--- src/hdl/slam_pkg.sv ---
// shared widths and types for the slam state bookkeeping
package slam_pkg;

  // word width of pose, landmark and nonlinear results
  localparam int DATA_W = 32;

  // landmark index width, table depth follows from it
  localparam int LM_IDX_W = 4;
  localparam int LM_NUM = 2 ** LM_IDX_W;

  // stage code width on the processor handshake
  localparam int STAGE_W = 3;

  // one state coordinate or one nonlinear result
  // two's complement, sums wrap in DATA_W bits
  typedef logic signed [DATA_W-1:0] data_t;

  // index into the landmark table
  typedef logic [LM_IDX_W-1:0] lm_idx_t;

  // stage codes shared by stage_val and stage_rdy
  // only PRD and NEW get a launch, UPD and ASSOC are ignored
  typedef enum logic [STAGE_W-1:0] {
    IDLE  = 3'd0,
    PRD   = 3'd1,
    NEW   = 3'd2,
    UPD   = 3'd3,
    ASSOC = 3'd4
  } stage_e;

  // stage controller FSM
  // S_IDLE    waiting for a PRD or NEW code
  // S_LAUNCH  init pulse to the nonlinear unit
  // S_WAIT    waiting for the result write strobe
  // S_REPORT  completion code shown until release
  typedef enum logic [1:0] {
    S_IDLE   = 2'd0,
    S_LAUNCH = 2'd1,
    S_WAIT   = 2'd2,
    S_REPORT = 2'd3
  } ctrl_state_e;

endpackage

--- src/hdl/nl_result_capture.sv ---
`timescale 1ns/100ps

// folds nonlinear results into new pose and landmark values
module nl_result_capture import slam_pkg::*; (
  input  logic  clk,
  input  logic  sys_rst,
  // done strobes, one cycle each, results valid with them
  input  logic  i_done_predict,
  input  logic  i_done_newlm,
  input  data_t i_result_1,
  input  data_t i_result_2,
  input  data_t i_result_3,
  // current pose from the state bank
  input  data_t i_xk,
  input  data_t i_yk,
  input  data_t i_xita,
  // write strobes, one cycle after done
  output logic  o_pose_we,
  output logic  o_lm_we,
  // updated values for the bank
  output data_t o_x_hat,
  output data_t o_y_hat,
  output data_t o_xita_hat,
  output data_t o_lkx_hat,
  output data_t o_lky_hat
);

  // strobes follow done by one cycle
  always_ff @(posedge clk) begin
    if (sys_rst) begin
      o_pose_we <= 1'b0;
      o_lm_we   <= 1'b0;
    end else begin
      o_pose_we <= i_done_predict;
      o_lm_we   <= i_done_newlm;
    end
  end

  // prediction step
  // result_2 and result_3 are the motion in x and y, result_1 the turn
  always_ff @(posedge clk) begin
    if (i_done_predict) begin
      o_x_hat    <= i_xk + i_result_2;
      o_y_hat    <= i_yk + i_result_3;
      o_xita_hat <= i_xita + i_result_1;
    end
  end

  // new landmark, placed relative to the robot pose
  // note the x offset is result_3 and the y offset result_2 here
  always_ff @(posedge clk) begin
    if (i_done_newlm) begin
      o_lkx_hat <= i_xk + i_result_3;
      o_lky_hat <= i_yk + i_result_2;
    end
  end

endmodule

--- src/hdl/slam_top.sv ---
`timescale 1ns/100ps

// slam state bookkeeping top
module slam_top import slam_pkg::*; (
  input  logic    clk,
  input  logic    sys_rst,
  // processor handshake
  input  stage_e  i_stage_val,
  input  lm_idx_t i_l_k,
  output stage_e  o_stage_rdy,
  // launch and state towards the nonlinear unit
  output logic    o_init_predict,
  output logic    o_init_newlm,
  output data_t   o_xk,
  output data_t   o_yk,
  output data_t   o_xita,
  output data_t   o_lkx,
  output data_t   o_lky,
  // done and results from the nonlinear unit
  input  logic    i_done_predict,
  input  logic    i_done_newlm,
  input  data_t   i_result_1,
  input  data_t   i_result_2,
  input  data_t   i_result_3
);

  // latched landmark index
  lm_idx_t lm_idx;
  // bank write strobes
  logic    pose_we;
  logic    lm_we;
  // captured values
  data_t   x_hat;
  data_t   y_hat;
  data_t   xita_hat;
  data_t   lkx_hat;
  data_t   lky_hat;

  // stage handshake and launch
  stage_ctrl u_stage_ctrl (
    .clk            (clk),
    .sys_rst        (sys_rst),
    .i_stage_val    (i_stage_val),
    .i_l_k          (i_l_k),
    .o_stage_rdy    (o_stage_rdy),
    .i_pose_we      (pose_we),
    .i_lm_we        (lm_we),
    .o_init_predict (o_init_predict),
    .o_init_newlm   (o_init_newlm),
    .o_lm_idx       (lm_idx)
  );

  // results folded onto the current pose
  nl_result_capture u_nl_result_capture (
    .clk            (clk),
    .sys_rst        (sys_rst),
    .i_done_predict (i_done_predict),
    .i_done_newlm   (i_done_newlm),
    .i_result_1     (i_result_1),
    .i_result_2     (i_result_2),
    .i_result_3     (i_result_3),
    .i_xk           (o_xk),
    .i_yk           (o_yk),
    .i_xita         (o_xita),
    .o_pose_we      (pose_we),
    .o_lm_we        (lm_we),
    .o_x_hat        (x_hat),
    .o_y_hat        (y_hat),
    .o_xita_hat     (xita_hat),
    .o_lkx_hat      (lkx_hat),
    .o_lky_hat      (lky_hat)
  );

  // pose and landmark storage
  state_bank u_state_bank (
    .clk        (clk),
    .sys_rst    (sys_rst),
    .i_pose_we  (pose_we),
    .i_lm_we    (lm_we),
    .i_lm_idx   (lm_idx),
    .i_x_hat    (x_hat),
    .i_y_hat    (y_hat),
    .i_xita_hat (xita_hat),
    .i_lkx_hat  (lkx_hat),
    .i_lky_hat  (lky_hat),
    .o_xk       (o_xk),
    .o_yk       (o_yk),
    .o_xita     (o_xita),
    .o_lkx      (o_lkx),
    .o_lky      (o_lky)
  );

endmodule

--- src/hdl/stage_ctrl.sv ---
`timescale 1ns/100ps

// stage acceptance, launch of the nonlinear unit, completion report
module stage_ctrl import slam_pkg::*; (
  input  logic    clk,
  input  logic    sys_rst,
  // processor side
  // code is a level, held until rdy echoes it
  input  stage_e  i_stage_val,
  input  lm_idx_t i_l_k,
  output stage_e  o_stage_rdy,
  // write strobes from the result capture
  input  logic    i_pose_we,
  input  logic    i_lm_we,
  // launch pulses to the nonlinear unit
  output logic    o_init_predict,
  output logic    o_init_newlm,
  // latched landmark index for the state bank
  output lm_idx_t o_lm_idx
);

  ctrl_state_e state;
  // stage code taken at acceptance
  stage_e      stage_q;
  logic        accept;
  logic        write_done;

  // only prediction and new landmark start a stage
  assign accept = (state == S_IDLE) &&
                  ((i_stage_val == PRD) || (i_stage_val == NEW));

  // either bank write closes the running stage
  assign write_done = i_pose_we | i_lm_we;

  always_ff @(posedge clk) begin
    if (sys_rst) begin
      state    <= S_IDLE;
      stage_q  <= IDLE;
      o_lm_idx <= '0;
    end else begin
      case (state)
        S_IDLE: begin
          // code and index frozen for the whole stage
          if (accept) begin
            state    <= S_LAUNCH;
            stage_q  <= i_stage_val;
            o_lm_idx <= i_l_k;
          end
        end
        S_LAUNCH: begin
          // init is up this cycle only
          if (write_done) begin
            state <= S_REPORT;
          end else begin
            state <= S_WAIT;
          end
        end
        S_WAIT: begin
          // strobe comes one cycle after done
          // bank takes the write at the same edge
          if (write_done) begin
            state <= S_REPORT;
          end
        end
        S_REPORT: begin
          // processor drops the code back to idle
          if (i_stage_val == IDLE) begin
            state <= S_IDLE;
          end
        end
        default: begin
          state <= S_IDLE;
        end
      endcase
    end
  end

  // one cycle launch, picked by the latched code
  assign o_init_predict = (state == S_LAUNCH) && (stage_q == PRD);
  assign o_init_newlm   = (state == S_LAUNCH) && (stage_q == NEW);

  // completion code while reporting, idle otherwise
  assign o_stage_rdy = (state == S_REPORT) ? stage_q : IDLE;

endmodule

--- src/hdl/state_bank.sv ---
`timescale 1ns/100ps

// robot pose and landmark table held in flops
module state_bank import slam_pkg::*; (
  input  logic    clk,
  input  logic    sys_rst,
  // write strobes from the result capture
  input  logic    i_pose_we,
  input  logic    i_lm_we,
  // landmark entry for both read and write
  input  lm_idx_t i_lm_idx,
  // new pose
  input  data_t   i_x_hat,
  input  data_t   i_y_hat,
  input  data_t   i_xita_hat,
  // new landmark position
  input  data_t   i_lkx_hat,
  input  data_t   i_lky_hat,
  // current pose
  output data_t   o_xk,
  output data_t   o_yk,
  output data_t   o_xita,
  // current landmark at i_lm_idx
  output data_t   o_lkx,
  output data_t   o_lky
);

  // pose registers
  data_t xk_q;
  data_t yk_q;
  data_t xita_q;

  // landmark table, x and y per entry
  data_t lm_x [0:LM_NUM-1];
  data_t lm_y [0:LM_NUM-1];

  always_ff @(posedge clk) begin
    if (sys_rst) begin
      // whole map starts at the origin
      xk_q   <= '0;
      yk_q   <= '0;
      xita_q <= '0;
      for (int i = 0; i < LM_NUM; i++) begin
        lm_x[i] <= '0;
        lm_y[i] <= '0;
      end
    end else begin
      // pose replaced as a whole
      if (i_pose_we) begin
        xk_q   <= i_x_hat;
        yk_q   <= i_y_hat;
        xita_q <= i_xita_hat;
      end
      // single entry write, rest untouched
      if (i_lm_we) begin
        lm_x[i_lm_idx] <= i_lkx_hat;
        lm_y[i_lm_idx] <= i_lky_hat;
      end
    end
  end

  // reads straight from the registers
  assign o_xk   = xk_q;
  assign o_yk   = yk_q;
  assign o_xita = xita_q;

  // table read at the latched index
  assign o_lkx = lm_x[i_lm_idx];
  assign o_lky = lm_y[i_lm_idx];

endmodule

--- config.mk ---
export PLATFORM = sky130hd
export DESIGN_NAME = slam_top
export DESIGN_NICKNAME = d
export VERILOG_FILES = /design/src/hdl/slam_pkg.sv /design/src/hdl/nl_result_capture.sv /design/src/hdl/slam_top.sv /design/src/hdl/stage_ctrl.sv /design/src/hdl/state_bank.sv
export SDC_FILE = /design/constraint.sdc
export NUM_CORES = 2
export LEC_CHECK = 0
export ABC_AREA = 1
export BUFFER_PORTS_ARGS = -buffer_cell sky130_fd_sc_hd__buf_4
export CAP_MARGIN = 5
export CORE_MARGIN = 2
export CORE_UTILIZATION = 50
export CTS_CLUSTER_DIAMETER = 40
export DETAILED_ROUTE_END_ITERATION = 8
export PLACE_DENSITY = 0.64
export RECOVER_POWER = 25
export SKIP_LAST_GASP = 1
export SLEW_MARGIN = 20
export SYNTH_ARGS = -nofsm -noshare
export SYNTH_HDL_FRONTEND = slang
export SYNTH_SLANG_ARGS = --single-unit
--- constraint.sdc ---
create_clock -name clk -period 4 [get_ports clk]
set_input_delay 0.4 -clock clk [delete_from_list [all_inputs] [get_ports clk]]
set_output_delay 0.4 -clock clk [all_outputs]
set_load 0.02 [all_outputs]
======== After elaboration in Yosys (flattened, before gate mapping) ========
Memory sizes are Yosys's and may differ from the RTL's. A register that Yosys moved wholly into a read port is not among the register bits.
Index checks and enable logic that the tools add are counted.
cells by class
  add/sub/neg operators ................... 5
  eq/ne operators ......................... 10
  bitwise logic cells ..................... 1
  multiplexer cells ....................... 21
  reductions and logical operators ........ 10
operators by type and width
  operator              number
  $add A32 B32 Y32      5
  $mux W32              2
  $reduce_or A32 Y1     2
  $mux W4               6
  $mux W1               8
  $pmux W2 S4           1
  $eq A3 B1 Y1 const B  2
  $eq A3 B2 Y1 const B  2
  $mux W2               3
  $ne A2 B1 Y1 const B  3
  $eq A2 B2 Y1 const B  2
  $logic_and A1 B1 Y1   3
  $logic_not A3 Y1      1
  $mux W3               1
  $reduce_and A3 Y1     1
  $eq A2 B1 Y1 const B  1
  $logic_not A2 Y1      1
  $reduce_and A2 Y1     1
  $logic_or A1 B1 Y1    1
  $or A1 B1 Y1          1
word-level totals
  bits in writable memories ............... 1024
  word-level logic and storage cells ...... 62
  output and inout port bits .............. 165
  input port bits ......................... 107
  flip-flop bits (word level) ............. 267
  memories kept ........................... 2
memories
  name               depth  width  rd ports  clocked after memory_dff  write ports  RTL line          source
  u_state_bank.lm_x  16     32     1         1                         16           state_bank.sv:34  data_t lm_x [0:LM_NUM-1];
  u_state_bank.lm_y  16     32     1         1                         16           state_bank.sv:35  data_t lm_y [0:LM_NUM-1];

======== Depth between registers and ports, before layout ========
  word-level depth ........................ 6
  depth in mapped cells ................... 12
  mapped depth without buffers ............ 12

======== Modules after synthesis ========
From an unflattened synthesis, not the netlist that was laid out.
unflattened totals
  cells, all modules ...................... 8535
  area total of the unflattened synthesis .. 67872.6 sq um
modules (own cells, without submodules)
  module             times used  seq. area each (sq um)  area each (sq um)  cells each
  state_bank         1           32671.3                 50788.7            5830
  nl_result_capture  1           4844.6                  16565.9            2624
  stage_ctrl         1           180.2                   518.0              81

======== Least setup slack after synthesis ========
OpenSTA, ideal clock, no wires.
  kind .................................... input port to flip-flop
  from .................................... input port sys_rst
  to ...................................... memory u_state_bank.lm_x[0][0] in the netlist's numbering (enable)
  path slack .............................. 1.012 ns
  stages on the path ...................... 7
  setup time .............................. 0.424 ns
  buffers on the path ..................... 2
  arrival ................................. 2.564 ns
  data required time ...................... 3.576 ns
  path through ............................ inv_2 -> nand2_1 -> nor3_2 -> nand2_1 -> buf_2 -> buf_2 -> nand2_1
RTL lines
  what         RTL line          source
  from (decl)  slam_top.sv:6     input logic sys_rst,
  to (decl)    state_bank.sv:34

==> reports/qor.json <==
{
  "p_sw_share_pct": 31.3,
  "place.detailed.hpwl_mm": 130,
  "synth_warnings": 0,
  "static-leakage-power_uw": 0.0324,
  "cts_root_buffer": "sky130_fd_sc_hd__clkbuf_16",
  "detailedRoute.firstIterationViolations": 5727,
  "floorplan.initialDensity_pct": 50.5,
  "netlist-cell-type-count": 30,
  "post-route-period-util_pct": 91.8,
  "worstPathMaxFanout": 49,
  "clock_tree.buffer_depth": 3,
  "proportion_of_synthesized_chip_area_in_sequential_cells_pct": 58.5,
  "number_of_global_route_vias_before_repair": 51300,
  "layout.core_utilization_pct": 57.8,
  "drt_drc_violations_left": 0,
  "global_route.usage.total_pct": 31.8,
  "layout_cell_share_with_drive_strength_beyond_1_pct": 8.06,
  "synth.cell_area_mm2": 0.0646,
  "remaining_global_route_overflow": 0,
  "synth-edff-count": 1184,
  "ir_drop_worst_vdd_v": 0.000445,
  "buffers_added_on_ports": 271,
  "unrepaired_setup_endpoints_after_global_routing": "no",
  "grt_first_pass_wirelength_mm": 315,
  "io-pin-count": 272,
  "vias_per_cell": 5.75,
  "timing.fmax_mhz": 272,
  "preCtsSetupSlack_ps": 1190,
  "gp_routability_congestion": 0.963,
  "timing.final.hold_violations": 0,
  "clk_transition_reported_paths_ps": 50,
  "final_net_count": 7544,
  "worst-slew-pin-transition_ps": 2980,
  "global_route.peak_usage_layer": "met2",
  "pwr-share-seq_pct": 40.2,
  "dominantRegCellSynth": "sky130_fd_sc_hd__edfxtp_1",
  "wirelength_mm": 212,
  "clock_insertion_delay_worst_skew_ps": 810,
  "critical_path.startpoint_type": "primary input",
  "timing.setup.tns_ps": 0,
  "tritoncts": "done",
  "required_ps": 4430,
  "comb_power_share_pct": 19.8,
  "maximum_number_of_pins_on_one_net_before_global_route_repair": 207,
  "fp.dieW_um": 363,
  "mostFrequentLayoutCells": "1,940 x sky130_fd_sc_hd__nor2_1, 1,254 x sky130_fd_sc_hd__nand2_1, 1,184 x sky130_fd_sc_hd__edfxtp_1",
  "synth_nets": 7407,
  "area_growth_from_synthesis_to_final_layout_pct": 14.4,
  "grtUsageMet1_pct": 40.9,
  "hold_path.class": "in2reg",
  "crit_path_arrival_time_ps": 4100,
  "floorplan.die.height_um": 363,
  "critPathCaptureType": "flop",
  "post_drt_wl_per_cell_um": 23.3,
  "outcome": "finished with violations",
  "drtAntennaViolNets": 0,
  "number_of_antenna_violations_at_the_first_check_in_global_routing": 3,
  "dieArea_mm2": 0.132,
  "globalRouteMet3Util_pct": 6.05,
  "max_cap_violations": 9,
  "drv_slew": 417,
  "drtPass1Iterations": 7,
  "power_switching_uw": 12500,
  "cts_inserted_buffers": 178,
  "placedInstanceArea_mm2": 0.0681,
  "floorplan.rows": 131,
  "grt.met2_usage_pct": 52.2,
  "failed_checks": "capacitance limit, slew limit",
  "period_minus_slack_ps": 3670,
  "fin_worst_hold_slack_ps": 61.2,
  "power_density_mw_per_mm2": 543,
  "postSynthRegisterBits": 1295,
  "synthesis.area_per_instance_um2": 9.05,
  "mostFrequentLayoutCell": "sky130_fd_sc_hd__nor2_1",
  "vias": 52200,
  "clock_tree.htree_level_count": 4,
  "intPower_uw": 27600,
  "ys_async_sr_fraction_pct": 0,
  "cts_num_sinks": 1295,
  "final_design_area_no_fill_mm2": 0.0739,
  "clock_power_share_pct": 40.0,
  "post_synth_inst_count": 7135,
  "finalSetupViolations": 0,
  "placeableCoreArea_mm2": 0.128,
  "setup_slack_ps": 326,
  "fillers": 11200,
  "worst_clock_skew_ps": 24.4,
  "slew_headroom_pct": -98.5,
  "worst-setup-path-type": "in2reg"
}
==> cell type report <==
type,count,area (um2),share of cell area [%]
multi-input combinational,4772,22600,30.7
inverter,648,2460,3.33
antenna,1,2.50,0.00339
tap,1662,2080,2.82
clock inverter,127,1450,1.97
timing repair buffer,377,2800,3.79
sequential,1295,37800,51.2
clock buffer,204,4630,6.27
==> routing by layer <==
| metal | share of wire (%) | routed length [um] | vias to the layer above |
|---|---|---|---|
| li1 | - | - | 24100 |
| met1 | 40 | 83800 | 25100 |
| met2 | 47 | 99000 | 2505 |
| met3 | 8.7 | 18400 | 500 |
| met4 | 4.9 | 10400 | 2 |
| met5 | 0.0047 | 10 | - |
==> critical path, cell delays in order <==
cell and delay [ps]:
sky130_fd_sc_hd__dlygate4sd3_1 530, sky130_fd_sc_hd__clkbuf_1 220, sky130_fd_sc_hd__clkinvlp_2 170, sky130_fd_sc_hd__clkbuf_2 880
sky130_fd_sc_hd__nand2_1 1220, sky130_fd_sc_hd__buf_4 590
==> cells in the mapped netlist (4+ instances only) <==
| master | count | area, um2 |
|---|---|---|
| sky130_fd_sc_hd__o211ai_1 | 64 | 480 |
| sky130_fd_sc_hd__o221ai_1 | 193 | 1690 |
| sky130_fd_sc_hd__nand3_1 | 204 | 1020 |
| sky130_fd_sc_hd__buf_6 | 16 | 180 |
| sky130_fd_sc_hd__o21bai_1 | 10 | 75.1 |
| sky130_fd_sc_hd__o22ai_1 | 56 | 350 |
| sky130_fd_sc_hd__nand2_1 | 1279 | 4800 |
| sky130_fd_sc_hd__clkbuf_1 | 254 | 953 |
| sky130_fd_sc_hd__o21ai_0 | 614 | 3070 |
| sky130_fd_sc_hd__edfxtp_1 | 1184 | 35600 |
| sky130_fd_sc_hd__xnor2_1 | 5 | 43.8 |
| sky130_fd_sc_hd__nor2_1 | 1940 | 7280 |
| sky130_fd_sc_hd__fa_1 | 5 | 100 |
| sky130_fd_sc_hd__a21oi_1 | 108 | 541 |
| sky130_fd_sc_hd__a21o_1 | 5 | 37.5 |
| sky130_fd_sc_hd__nor3_2 | 4 | 40.0 |
| sky130_fd_sc_hd__dfxtp_1 | 111 | 2220 |
| sky130_fd_sc_hd__ha_1 | 160 | 2000 |
| sky130_fd_sc_hd__inv_1 | 644 | 2420 |
| sky130_fd_sc_hd__nand4_1 | 21 | 131 |
| sky130_fd_sc_hd__buf_2 | 132 | 661 |
| sky130_fd_sc_hd__buf_4 | 10 | 75.1 |
| sky130_fd_sc_hd__xor2_1 | 75 | 657 |
| sky130_fd_sc_hd__nor3_1 | 26 | 130 |
| sky130_fd_sc_hd__buf_1 | 8 | 30.0 |
==> through the flow <==
stage / total power (uW) / instances
finish: 40100 / 9086
global route: 41500 / 9085
CTS: 40200 / 9084
detailed placement: 24300 / 8742
global placement: 24200 / 8742
floorplan: 21100 / 7135
==> state kept, by name (all words and copies together) (netlist names), named ones only <==
register,flops
u_nl_result_capture.o_lky_hat,32
u_state_bank.o_yk,32
u_stage_ctrl.state,2
u_stage_ctrl.stage_q,3
u_nl_result_capture.o_pose_we,1
u_nl_result_capture.o_lkx_hat,32
u_state_bank.o_xita,32
u_nl_result_capture.o_xita_hat,32
u_nl_result_capture.o_y_hat,32
u_state_bank.lm_x,512
u_stage_ctrl.o_lm_idx,4
u_nl_result_capture.o_x_hat,32
u_nl_result_capture.o_lm_we,1
u_state_bank.o_xk,32
u_state_bank.lm_y,512
==> worst paths after layout <==
check / startpoint / end / slack (ps) / cells past startpoint
worst max-delay path: sys_rst / u_state_bank.lm_y[2][18]$_SDFFCE_PN0P_ / 330 / 6
worst min-delay path: i_result_1[31] / u_nl_result_capture.o_xita_hat[31]$_DFFE_PP_ / 60 / 4
worst max register to register: u_nl_result_capture.o_lm_we$_SDFF_PP0_ / u_state_bank.lm_y[2][18]$_SDFFCE_PN0P_ / 590 / 5
worst min register to register: u_nl_result_capture.o_y_hat[29]$_DFFE_PP_ / u_state_bank.o_yk[29]$_SDFFE_PP0P_ / 470 / 2
==> power by group through the flow <==
| stage | Clock, uW | Sequential [uW] | Combinational (uW) |
|---|---|---|---|
| 2_1_floorplan | 0 | 16200 | 4850 |
| 3_3_place_gp | 0 | 16400 | 7840 |
| 3_5_place_dp | 0 | 16400 | 7920 |
| 4_1_cts | 16200 | 16100 | 7950 |
| 5_1_grt | 16800 | 16200 | 8630 |
| 6_report | 16100 | 16100 | 7940 |
==> repair_timing <==
action                                 in CTS  in global routing
buffers inserted                            0                  0
endpoints found under the hold margin      17                  0
setup endpoints to repair                   0                  0
resized for setup                           0                  0
hold buffers                               11                  0
==> kinds of logic (layout without fill, tap and decap cells) <==
| group | Yosys count | in the layout | share of synthesized area (%) |
|---|---|---|---|
| buffers and inverters | 1068 | 1356 | 6.71 |
| flip-flops | 1295 | 1295 | 58.5 |
| adder cells (fa/ha/maj) | 165 | 165 | 3.25 |
| other | 0 | 1 | 0 |
| AO/OA/AOI/OAI | 1053 | 1053 | 9.70 |
| AND/OR/NAND/NOR | 3474 | 3474 | 20.8 |
| XOR/XNOR | 80 | 80 | 1.08 |
Note: power is estimated with default switching activity, not from simulation.
